--- src/divsqrt_ctrl_pkg.sv ---
package divsqrt_ctrl_pkg;

  // operation select carried with every request
  typedef enum logic {
    OP_DIV  = 1'b0,  // integer quotient opa / opb
    OP_SQRT = 1'b1   // integer root of opa, opb ignored
  } op_e;

  // issue controller states
  typedef enum logic [1:0] {
    ISSUE_IDLE = 2'd0,  // waiting for work
    ISSUE_BUSY = 2'd1,  // engine iterating
    ISSUE_HOLD = 2'd2   // result parked, downstream stalled
  } issue_state_e;

  // iteration counts of the engine
  localparam int unsigned DIV_STEPS  = 32;  // one quotient bit per cycle
  localparam int unsigned SQRT_STEPS = 16;  // one root bit per cycle

endpackage

--- src/divsqrt_data_pkg.sv ---
package divsqrt_data_pkg;

  // --------------------
  // basic widths
  // --------------------
  localparam int unsigned OPERAND_WIDTH = 32;  // dividend, divisor, radicand and result
  localparam int unsigned TAG_WIDTH     = 4;   // caller tag, returned untouched

  typedef logic [OPERAND_WIDTH-1:0] operand_t;  // one operand or one result
  typedef logic [TAG_WIDTH-1:0]     tag_t;      // transaction tag

  // --------------------
  // pipeline payloads
  // --------------------
  // input side carries opa, opb, op bit, tag and mask (msb first)
  localparam int unsigned IN_PAYLOAD_WIDTH = 2 * OPERAND_WIDTH  // both operands
                                           + 1                  // operation select
                                           + TAG_WIDTH
                                           + 1;                 // mask

  // output side carries result, div-by-zero flag, tag and mask (msb first)
  localparam int unsigned OUT_PAYLOAD_WIDTH = OPERAND_WIDTH
                                            + 1                 // div-by-zero
                                            + TAG_WIDTH
                                            + 1;                // mask

  typedef logic [IN_PAYLOAD_WIDTH-1:0]  in_payload_t;   // 70 bits
  typedef logic [OUT_PAYLOAD_WIDTH-1:0] out_payload_t;  // 38 bits

endpackage
--- src/divsqrt_top.sv ---
`timescale 1ns/100ps

module divsqrt_top #(
  parameter int unsigned NumInpRegs = 1,
  parameter int unsigned NumOutRegs = 1
) (
  input  logic                       clk_i,
  input  logic                       rst_n_i,
  input  divsqrt_data_pkg::operand_t opa_i,
  input  divsqrt_data_pkg::operand_t opb_i,
  input  divsqrt_ctrl_pkg::op_e      op_i,
  input  divsqrt_data_pkg::tag_t     tag_i,
  input  logic                       mask_i,
  input  logic                       in_valid_i,
  input  logic                       flush_i,
  input  logic                       out_ready_i,
  output logic                       in_ready_o,
  output divsqrt_data_pkg::operand_t result_o,
  output logic                       div_zero_o,
  output divsqrt_data_pkg::tag_t     tag_o,
  output logic                       mask_o,
  output logic                       out_valid_o,
  output logic                       busy_o
);

  // input pipe side
  divsqrt_data_pkg::in_payload_t  in_payload, inp_payload_q;
  logic                           inp_valid, inp_ready, in_pipe_busy;
  divsqrt_data_pkg::operand_t     inp_opa, inp_opb;
  logic                           inp_op_bit;
  divsqrt_ctrl_pkg::op_e          inp_op;
  divsqrt_data_pkg::tag_t         inp_tag;
  logic                           inp_mask;
  // engine handshake
  logic                           eng_start, eng_done, eng_div_zero;
  divsqrt_data_pkg::operand_t     eng_result;
  // issue to output pipe
  logic                           iss_valid, iss_ready, iss_div_zero, iss_mask, iss_busy;
  divsqrt_data_pkg::operand_t     iss_result;
  divsqrt_data_pkg::tag_t         iss_tag;
  divsqrt_data_pkg::out_payload_t iss_payload, out_payload_q;
  logic                           out_pipe_busy;

  // --------------------
  // input pipeline
  // --------------------
  assign in_payload = {opa_i, opb_i, op_i, tag_i, mask_i};

  divsqrt_pipe #(
    .Width   (divsqrt_data_pkg::IN_PAYLOAD_WIDTH),
    .NumRegs (NumInpRegs)
  ) u_in_pipe (
    .clk_i       (clk_i),
    .rst_n_i     (rst_n_i),
    .flush_i     (flush_i),
    .in_valid_i  (in_valid_i),
    .in_ready_o  (in_ready_o),
    .in_data_i   (in_payload),
    .out_valid_o (inp_valid),
    .out_ready_i (inp_ready),
    .out_data_o  (inp_payload_q),
    .busy_o      (in_pipe_busy)
  );

  assign {inp_opa, inp_opb, inp_op_bit, inp_tag, inp_mask} = inp_payload_q;
  assign inp_op = divsqrt_ctrl_pkg::op_e'(inp_op_bit);

  divsqrt_issue u_issue (
    .clk_i       (clk_i),
    .rst_n_i     (rst_n_i),
    .flush_i     (flush_i),
    .in_valid_i  (inp_valid),
    .in_ready_o  (inp_ready),
    .tag_i       (inp_tag),
    .mask_i      (inp_mask),
    .start_o     (eng_start),
    .done_i      (eng_done),
    .result_i    (eng_result),
    .div_zero_i  (eng_div_zero),
    .out_valid_o (iss_valid),
    .out_ready_i (iss_ready),
    .result_o    (iss_result),
    .div_zero_o  (iss_div_zero),
    .tag_o       (iss_tag),
    .mask_o      (iss_mask),
    .busy_o      (iss_busy)
  );

  // operands are taken straight from the input pipe head at start
  divsqrt_engine u_engine (
    .clk_i      (clk_i),
    .rst_n_i    (rst_n_i),
    .flush_i    (flush_i),
    .start_i    (eng_start),
    .op_i       (inp_op),
    .opa_i      (inp_opa),
    .opb_i      (inp_opb),
    .done_o     (eng_done),
    .result_o   (eng_result),
    .div_zero_o (eng_div_zero)
  );

  // --------------------
  // output pipeline
  // --------------------
  assign iss_payload = {iss_result, iss_div_zero, iss_tag, iss_mask};

  divsqrt_pipe #(
    .Width   (divsqrt_data_pkg::OUT_PAYLOAD_WIDTH),
    .NumRegs (NumOutRegs)
  ) u_out_pipe (
    .clk_i       (clk_i),
    .rst_n_i     (rst_n_i),
    .flush_i     (flush_i),
    .in_valid_i  (iss_valid),
    .in_ready_o  (iss_ready),
    .in_data_i   (iss_payload),
    .out_valid_o (out_valid_o),
    .out_ready_i (out_ready_i),
    .out_data_o  (out_payload_q),
    .busy_o      (out_pipe_busy)
  );

  assign {result_o, div_zero_o, tag_o, mask_o} = out_payload_q;
  assign busy_o = in_pipe_busy | iss_busy | out_pipe_busy;  // anything in flight

endmodule

--- src/divsqrt_issue.sv ---
`timescale 1ns/100ps

module divsqrt_issue (
  input  logic                       clk_i,
  input  logic                       rst_n_i,
  input  logic                       flush_i,
  input  logic                       in_valid_i,
  output logic                       in_ready_o,
  input  divsqrt_data_pkg::tag_t     tag_i,
  input  logic                       mask_i,
  output logic                       start_o,
  input  logic                       done_i,
  input  divsqrt_data_pkg::operand_t result_i,
  input  logic                       div_zero_i,
  output logic                       out_valid_o,
  input  logic                       out_ready_i,
  output divsqrt_data_pkg::operand_t result_o,
  output logic                       div_zero_o,
  output divsqrt_data_pkg::tag_t     tag_o,
  output logic                       mask_o,
  output logic                       busy_o
);

  divsqrt_ctrl_pkg::issue_state_e state_q, state_d;
  logic                       in_ready;       // fsm may take a new op
  logic                       out_valid;      // result offered downstream
  logic                       hold_load;      // park engine result
  logic                       data_is_held;   // output comes from hold register
  divsqrt_data_pkg::tag_t     tag_q;
  logic                       mask_q;
  divsqrt_data_pkg::operand_t held_result_q;
  logic                       held_div_zero_q;

  // --------------------
  // issue fsm
  // --------------------
  always_comb begin
    in_ready     = 1'b0;
    out_valid    = 1'b0;
    hold_load    = 1'b0;
    data_is_held = 1'b0;
    state_d      = state_q;

    unique case (state_q)
      divsqrt_ctrl_pkg::ISSUE_IDLE: begin
        in_ready = 1'b1;
        if (in_valid_i) state_d = divsqrt_ctrl_pkg::ISSUE_BUSY;
      end
      divsqrt_ctrl_pkg::ISSUE_BUSY: begin
        if (done_i) begin
          out_valid = 1'b1;                          // offer in the done cycle itself
          if (out_ready_i) begin
            in_ready = 1'b1;                         // back-to-back issue
            state_d  = in_valid_i ? divsqrt_ctrl_pkg::ISSUE_BUSY :
                                    divsqrt_ctrl_pkg::ISSUE_IDLE;
          end else begin
            hold_load = 1'b1;
            state_d   = divsqrt_ctrl_pkg::ISSUE_HOLD;
          end
        end
      end
      divsqrt_ctrl_pkg::ISSUE_HOLD: begin
        data_is_held = 1'b1;
        out_valid    = 1'b1;                         // keep offering until taken
        if (out_ready_i) begin
          in_ready = 1'b1;
          state_d  = in_valid_i ? divsqrt_ctrl_pkg::ISSUE_BUSY :
                                  divsqrt_ctrl_pkg::ISSUE_IDLE;
        end
      end
      default: state_d = divsqrt_ctrl_pkg::ISSUE_IDLE;
    endcase

    // flush wins over everything
    if (flush_i) begin
      in_ready  = 1'b0;
      out_valid = 1'b0;
      state_d   = divsqrt_ctrl_pkg::ISSUE_IDLE;
    end
  end

  always_ff @(posedge clk_i) begin
    if (!rst_n_i) begin
      state_q <= divsqrt_ctrl_pkg::ISSUE_IDLE;
    end else begin
      state_q <= state_d;
    end
  end

  assign in_ready_o = in_ready;
  assign start_o    = in_valid_i & in_ready;  // accept == start

  // tag and mask ride beside the engine
  always_ff @(posedge clk_i) begin
    if (start_o) begin
      tag_q  <= tag_i;
      mask_q <= mask_i;
    end
  end

  // hold register loads when done meets a stalled output
  always_ff @(posedge clk_i) begin
    if (hold_load) begin
      held_result_q   <= result_i;
      held_div_zero_q <= div_zero_i;
    end
  end

  // --------------------
  // output select
  // --------------------
  assign result_o    = data_is_held ? held_result_q : result_i;
  assign div_zero_o  = data_is_held ? held_div_zero_q : div_zero_i;
  assign tag_o       = tag_q;
  assign mask_o      = mask_q;
  assign out_valid_o = out_valid;
  assign busy_o      = (state_q != divsqrt_ctrl_pkg::ISSUE_IDLE);  // busy or hold

endmodule

--- src/divsqrt_engine.sv ---
`timescale 1ns/100ps

module divsqrt_engine (
  input  logic                       clk_i,
  input  logic                       rst_n_i,
  input  logic                       flush_i,
  input  logic                       start_i,
  input  divsqrt_ctrl_pkg::op_e      op_i,
  input  divsqrt_data_pkg::operand_t opa_i,
  input  divsqrt_data_pkg::operand_t opb_i,
  output logic                       done_o,
  output divsqrt_data_pkg::operand_t result_o,
  output logic                       div_zero_o
);

  localparam int unsigned Width     = divsqrt_data_pkg::OPERAND_WIDTH;
  localparam int unsigned RootWidth = Width / 2;
  localparam int unsigned CntWidth  = $clog2(divsqrt_ctrl_pkg::DIV_STEPS);

  divsqrt_ctrl_pkg::op_e      op_q, op_src;
  divsqrt_data_pkg::operand_t rem_q, rem_src, rem_d;  // partial remainder
  divsqrt_data_pkg::operand_t quo_q, quo_src, quo_d;  // dividend/radicand shifting out
  divsqrt_data_pkg::operand_t dvs_q, dvs_src;         // divisor
  logic [RootWidth-1:0]       root_q, root_src, root_d;
  logic [CntWidth-1:0]        cnt_q, cnt_src, last_step;
  logic                       running_q, done_q;
  logic                       step_en;
  logic [Width:0]             minuend, subtrahend, diff;  // one extra bit for the sign
  logic                       take;                       // difference not negative

  // --------------------
  // step source
  // --------------------
  // on start the first step runs straight from the new operands, so the
  // last one lands exactly DIV_STEPS / SQRT_STEPS cycles after start
  always_comb begin
    if (start_i) begin
      op_src   = op_i;
      rem_src  = '0;
      quo_src  = opa_i;
      dvs_src  = opb_i;
      root_src = '0;
      cnt_src  = '0;
    end else begin
      op_src   = op_q;
      rem_src  = rem_q;
      quo_src  = quo_q;
      dvs_src  = dvs_q;
      root_src = root_q;
      cnt_src  = cnt_q;
    end
  end

  assign step_en   = start_i | running_q;
  assign last_step = (op_src == divsqrt_ctrl_pkg::OP_DIV) ?
                     CntWidth'(divsqrt_ctrl_pkg::DIV_STEPS - 1) :
                     CntWidth'(divsqrt_ctrl_pkg::SQRT_STEPS - 1);

  // --------------------
  // shared subtractor
  // --------------------
  always_comb begin
    if (op_src == divsqrt_ctrl_pkg::OP_DIV) begin
      minuend    = {rem_src, quo_src[Width-1]};           // bring down one dividend bit
      subtrahend = {1'b0, dvs_src};
    end else begin
      minuend    = {1'b0, rem_src[Width-3:0], quo_src[Width-1:Width-2]};  // two radicand bits
      subtrahend = {1'b0, {(Width-RootWidth-2){1'b0}}, root_src, 2'b01};  // 4*root + 1
    end
    diff = minuend - subtrahend;
    take = ~diff[Width];
    rem_d = take ? diff[Width-1:0] : minuend[Width-1:0];   // restore on a negative trial
    if (op_src == divsqrt_ctrl_pkg::OP_DIV) begin
      quo_d = {quo_src[Width-2:0], take};                   // quotient bit enters at lsb
    end else begin
      quo_d = {quo_src[Width-3:0], 2'b00};
    end
    root_d = {root_src[RootWidth-2:0], take};               // only meaningful for sqrt
  end

  // --------------------
  // control
  // --------------------
  always_ff @(posedge clk_i) begin
    if (!rst_n_i) begin
      running_q <= 1'b0;
      done_q    <= 1'b0;
      cnt_q     <= '0;
    end else if (flush_i) begin
      running_q <= 1'b0;  // abort, nothing comes out
      done_q    <= 1'b0;
    end else if (step_en) begin
      if (cnt_src == last_step) begin
        running_q <= 1'b0;
        done_q    <= 1'b1;
      end else begin
        running_q <= 1'b1;
        done_q    <= 1'b0;
        cnt_q     <= cnt_src + 1'b1;
      end
    end else begin
      done_q <= 1'b0;      // single-cycle pulse
    end
  end

  // working registers freeze once the last step is done
  always_ff @(posedge clk_i) begin
    if (step_en) begin
      op_q   <= op_src;
      rem_q  <= rem_d;
      quo_q  <= quo_d;
      dvs_q  <= dvs_src;
      root_q <= root_d;
    end
  end

  assign done_o     = done_q;
  assign result_o   = (op_q == divsqrt_ctrl_pkg::OP_DIV) ? quo_q :
                      {{(Width-RootWidth){1'b0}}, root_q};
  // zero divisor leaves all trials positive, so the quotient is already all ones
  assign div_zero_o = (op_q == divsqrt_ctrl_pkg::OP_DIV) & (dvs_q == '0);

endmodule

--- src/divsqrt_pipe.sv ---
`timescale 1ns/100ps

module divsqrt_pipe #(
  parameter int unsigned Width   = 8,
  parameter int unsigned NumRegs = 1
) (
  input  logic             clk_i,
  input  logic             rst_n_i,
  input  logic             flush_i,
  input  logic             in_valid_i,
  output logic             in_ready_o,
  input  logic [Width-1:0] in_data_i,
  output logic             out_valid_o,
  input  logic             out_ready_i,
  output logic [Width-1:0] out_data_o,
  output logic             busy_o
);

  // index k is the value after k register stages, index 0 is the pipe input
  logic             valid      [0:NumRegs];
  logic             ready      [0:NumRegs];  // combinational, flows backwards
  logic [Width-1:0] data       [0:NumRegs];
  logic             busy_chain [0:NumRegs];  // running OR of stage valids

  assign valid[0]      = in_valid_i;
  assign data[0]       = in_data_i;
  assign busy_chain[0] = 1'b0;               // the input itself is not held here
  assign in_ready_o    = ready[0];

  for (genvar i = 0; i < NumRegs; i++) begin : gen_stage
    logic load;  // an item moves into stage i+1

    // stage can advance if next one takes it or next one only holds a bubble
    assign ready[i] = ready[i+1] | ~valid[i+1];
    assign load     = ready[i] & valid[i];

    always_ff @(posedge clk_i) begin
      if (!rst_n_i) begin
        valid[i+1] <= 1'b0;
      end else if (flush_i) begin
        valid[i+1] <= 1'b0;      // drop whatever is in flight
      end else if (ready[i]) begin
        valid[i+1] <= valid[i];
      end
    end

    // payload only moves with a real item
    always_ff @(posedge clk_i) begin
      if (load) begin
        data[i+1] <= data[i];
      end
    end

    assign busy_chain[i+1] = busy_chain[i] | valid[i+1];
  end

  // last stage talks to downstream
  assign ready[NumRegs] = out_ready_i;
  assign out_valid_o    = valid[NumRegs];
  assign out_data_o     = data[NumRegs];
  assign busy_o         = busy_chain[NumRegs];

endmodule

--- config.mk ---
export PLATFORM = sky130hd
export DESIGN_NAME = divsqrt_top
export DESIGN_NICKNAME = d
export VERILOG_FILES = /design/src/divsqrt_ctrl_pkg.sv /design/src/divsqrt_data_pkg.sv /design/src/divsqrt_top.sv /design/src/divsqrt_issue.sv /design/src/divsqrt_engine.sv /design/src/divsqrt_pipe.sv
export SDC_FILE = /design/constraint.sdc
export NUM_CORES = 1
export LEC_CHECK = 0
export BUFFER_PORTS_ARGS = -buffer_cell sky130_fd_sc_hd__buf_2
export CORE_MARGIN = 2
export CORE_UTILIZATION = 55
export DETAILED_ROUTE_END_ITERATION = 7
export MAX_ROUTING_LAYER = met4
export PLACE_DENSITY_LB_ADDON = 0.2
export SETUP_SLACK_MARGIN = 0.02
export SLEW_MARGIN = 20
export SYNTH_ARGS = -nofsm -noshare
export SYNTH_HDL_FRONTEND = slang
export SYNTH_SLANG_ARGS = --single-unit
--- constraint.sdc ---
create_clock -name clk_i -period 5.9 [get_ports clk_i]
set_clock_uncertainty 0.05 [all_clocks]
set_input_delay 0.59 -clock clk_i [delete_from_list [all_inputs] [get_ports clk_i]]
set_output_delay 0.59 -clock clk_i [all_outputs]
set_load 0.01 [all_outputs]
==> results.rst <==
.. list-table::
   :header-rows: 1

   * - Metric
     - Value
   * - Remaining antenna violation count
     - 0
   * - Post-synthesis share of cell area spent on full adders, half adders and majority gates
     - 3.52%
   * - R2r worst-path depth
     - 19
   * - Clock-pin slew on the worst setup and hold paths
     - 60 ps
   * - Root buffer selected by CTS
     - clkbuf_16
   * - Vias in the first global route
     - 8,756
   * - Total wirelength of the detailed-routed design
     - 28,700 um
   * - Number of setup buffers added after CTS
     - 0
   * - Routability congestion estimate from global placement
     - 0.907
   * - Clock share of power
     - 39.0%
   * - Final hold viol count
     - 0
   * - CTS tree
     - built
   * - Via density per instance
     - 5.67
   * - PortBufs
     - 115
   * - Standby leakage power
     - 6.08 nW
   * - Worst Path Buf+Inv
     - 3
   * - Number of library cell types mapped by synthesis
     - 61
   * - Worst min-delay path endpoint
     - u_in_pipe.out_data_o[22]
   * - Area fraction in and, or, nand and nor cells after synthesis
     - 11.3%
   * - Maximum number of pins on one net before global-route repair
     - 98
   * - Synth area leader
     - edfxtp_1
   * - Wire length of the first global-routing pass
     - 45,800 um
   * - Maximum level of the CTS H-tree
     - 1
   * - CP Capture Type
     - flop
   * - Share of final-layout standard cells stronger than drive strength 1
     - 20.2%
   * - Total number of nets in the final design
     - 1,356
   * - Relative slew slack
     - 31.7%
   * - Die height
     - 162 um
   * - Mapped Avg Cell Area
     - 12.1 um^2
   * - Iter 0 DRT Violations
     - 654
   * - Remaining routing DRC violations
     - 0
   * - Cell with the largest stage delay on the worst path
     - a211oi_2
   * - Instance count along the most critical hold path
     - 1
   * - Post-cts sizing count
     - 0
   * - Total Routing Usage GR
     - 22.6%
   * - CTS max path bufs
     - 3
   * - Post-route minimum period
     - 5070 ps
   * - Dominant register cell in the synthesized netlist
     - edfxtp_1
   * - Row Count
     - 57
   * - Stage delay of the slowest cell on the critical path
     - 440 ps
   * - Maximum clock frequency
     - 0.197 GHz
   * - Area of the core region
     - 24,400 um^2
   * - Portion of synthesized cell area occupied by the leading cell type
     - 56.6%
   * - Largest fanout of any net on the critical path
     - 87
   * - Pins over their slew limit
     - 0
   * - Capture instance of the worst register-to-register path
     - u_engine.rem_q[4]
   * - Async SR Flop Fraction
     - 0%
   * - Number of synthesized flops with an enable pin
     - 259
   * - Post-synthesis instance area
     - 13,700 um^2
   * - Minimum hold slack
     - 145 ps
   * - Number of clock buffers inserted by TritonCTS
     - 30
   * - PwrDens
     - 291 nW/um^2
   * - Top cells by area in the synthesized netlist
     - edfxtp_1 (57%), mux2i_1 (4.8%), nand2_1 (3.9%), ha_1 (3.4%), mux2_2 (3.2%)
   * - Type of the setup path with the least slack
     - reg -> reg
   * - Area added between synthesis and finish
     - 13.6%
   * - Min-Delay Startpoint
     - opb_i[16]
   * - Antenna Cells
     - 0
   * - Total Neg Setup Slack
     - 0 ps
   * - Data arrival at the endpoint of the critical path
     - 5340 ps
   * - Class of the worst hold path
     - in -> reg
   * - Count of final setup violators
     - 0
   * - Drt wl/cell
     - 18.0 um
   * - Reg2Reg Launch Point
     - u_issue.state_q[1]
   * - Overall die area
     - 26,300 um^2
   * - Antenna violations before repair
     - 0
   * - Internal reg-to-reg setup slack
     - 830 ps
   * - Number of warnings printed during yosys synthesis
     - 0
   * - Type of element launching the critical path
     - flop
   * - Actual slew at the worst max-slew pin
     - 1020 ps
   * - Starting density of the core
     - 56.3%
   * - Combinational fraction of design power
     - 12.3%
   * - Crit path required time
     - 6170 ps
   * - Switching power
     - 1.08 mW
   * - Clock latency of the later-clocked register in the worst-skew pair
     - 570 ps
   * - Most numerous cell types in the synthesized netlist
     - edfxtp_1 (259), nand2_1 (142), a21oi_1 (82), o21ai_0 (69), mux2i_1 (66)
   * - Switch share
     - 23.7%
   * - Most common cell in the synthesized netlist
     - edfxtp_1
   * - Setup crit start
     - u_issue.state_q[1]
   * - Xor/xnor share of the synthesized area
     - 1.92%
   * - Mux cell area share after synthesis
     - 10.8%
   * - Cell breakdown of the critical path
     - inv_1 -> ha_1 -> a21oi_1 -> nor2_1 -> o21ai_1 -> or2_2 -> buf_12 -> o21ai_0 -> ha_1 -> fa_1 -> nor2b_1 -> o2111ai_1 -> a211oi_2 -> o21ai_4 -> a41oi_4 -> a21oi_4 -> xnor2_4 -> buf_12 -> mux2_2
   * - Die span in x
     - 162 um
   * - First-pass iteration count of the detailed router
     - 5
   * - Total of hold buffers inserted after clock tree synthesis
     - 0
   * - GR Overflow Total
     - 0
   * - Top delay family on crit path
     - compound AO/OA/AOI/OAI gates
   * - Sequential cell area fraction in the yosys report
     - 58.2%
   * - Sink Count
     - 270
   * - Maximum ir drop on the vdd rail
     - 0.255 mV
   * - Unrepaired setup endpoints after global routing
     - no
   * - Total nets after synthesis
     - 1,250
   * - Outcome
     - finished clean
   * - Design internal power
     - 3.47 mW
   * - Sequential power share
     - 48.7%
   * - Final worst path period share
     - 85.9%
   * - Share of the synthesized area in compound gates (AO/OA/AOI/OAI)
     - 11.1%
   * - Number of ports placed on the die boundary
     - 116
   * - Combinational family with the most area after synthesis
     - simple AND/OR/NAND/NOR gates
   * - Max capacitance violation total
     - 0
   * - Register bit total from synthesis
     - 270
   * - Post-DP HPWL
     - 19,200 um
   * - Synth Instances
     - 1,137
   * - DR vias
     - 9,023
-- through the flow --
step	worst slack, ps	area, um^2	util [%]	power [mW]	cells
after floorplan	953	13700	-	2.68	1137
after global placement	859	14700	60.1	2.79	1534
after detailed placement	781	14700	60.1	2.81	1534
after CTS	883	15600	63.9	4.58	1590
after global routing	502	15600	64.0	4.71	1591
final	830	15600	64.0	4.54	1591
-- power by group through the flow --
stage | Combinational (mW) | Clock, mW | Sequential, mW
after floorplan | 0.437 | 0 | 2.24
after global placement | 0.544 | 0 | 2.25
after detailed placement | 0.554 | 0 | 2.25
after CTS | 0.559 | 1.80 | 2.21
after global routing | 0.617 | 1.88 | 2.22
final | 0.561 | 1.77 | 2.21
-- final cells by class --
cell class                      count  area (um^2)
Sequential cell                   270         8000
Fill cell                        1928         8780
Clock buffer                       38          781
Clock inverter                     18          160
Multi-Input combinational cell    762         5340
Inverter                           47          179
Timing Repair Buffer              132          753
Tap cell                          324          405
-- layout by cell type, fill, tap and decap left out, drive strengths merged, types with 4 or more instances in the layout --
cell type	n
a211oi	17
a21o	13
a21oi	84
a311oi	4
a31oi	5
and2	22
and3	6
buf	132
clkbuf	38
clkinv	12
dfxtp	11
edfxtp	259
ha	37
inv	48
mux2	65
mux2i	66
nand2	142
nand2b	7
nand3	9
nand4	9
nor2	60
nor2b	26
nor3	10
nor3b	19
nor4	8
o211a	16
o21a	7
o21ai	71
o21bai	4
xnor2	16
xor2	12
-- registers in the layout, indices dropped and copies added, names as in the netlist, named ones only --
name                     count
u_out_pipe.out_data_o       38
u_engine.rem_q              32
u_engine.cnt_q               5
u_issue.tag_o                4
u_engine.dvs_q              31
u_issue.held_result_q       32
u_out_pipe.busy_o            1
u_issue.held_div_zero_q      1
u_engine.quo_q              32
u_in_pipe.busy_o             1
u_in_pipe.out_data_o        70
u_engine.op_q                1
u_engine.root_q             16
u_issue.state_q              2
u_engine.running_q           1
u_engine.done_o              1
u_issue.mask_o               1
-- worst max path at each step --
stage	end	slack, ps	cells after the start
CTS	u_engine.rem_q[4]	880	20
detailed placement	u_engine.rem_q[4]	780	18
finish	u_engine.rem_q[4]	830	19
global route	u_engine.rem_q[3]	500	20
floorplan	u_engine.rem_q[10]	950	22
global placement	u_engine.rem_q[4]	860	18
-- cells by family (layout without fill, tap and decap cells) --
family          Yosys count  after routing
flops                   270            270
mux                     131            131
buf+inv                 105            235
compound gates          239            239
xor+xnor                 28             28
fa+ha+maj                38             38
simple gates            326            326
-- worst register-to-register path, cell delays in order, from the launching register on --
cell and delay [ps]:
dfxtp_1 380, inv_1 90, ha_1 230, a21oi_1 160, nor2_1 70, o21ai_1 190
or2_2 210, buf_12 330, o21ai_0 240, ha_1 260, fa_1 420, nor2b_1 170
o2111ai_1 220, a211oi_2 440, o21ai_4 120, a41oi_4 310, a21oi_4 110, xnor2_4 160
buf_12 270, mux2_2 400
-- per-layer routing --
metal	track usage (%)	up-vias	wire, um
li1	-	4418	-
met1	31.8	4314	13400
met2	34.9	237	13300
met3	2.68	54	1260
met4	6.56	0	704
met5	-	-	0
No activity file was read; power rests on OpenSTA's default activity.
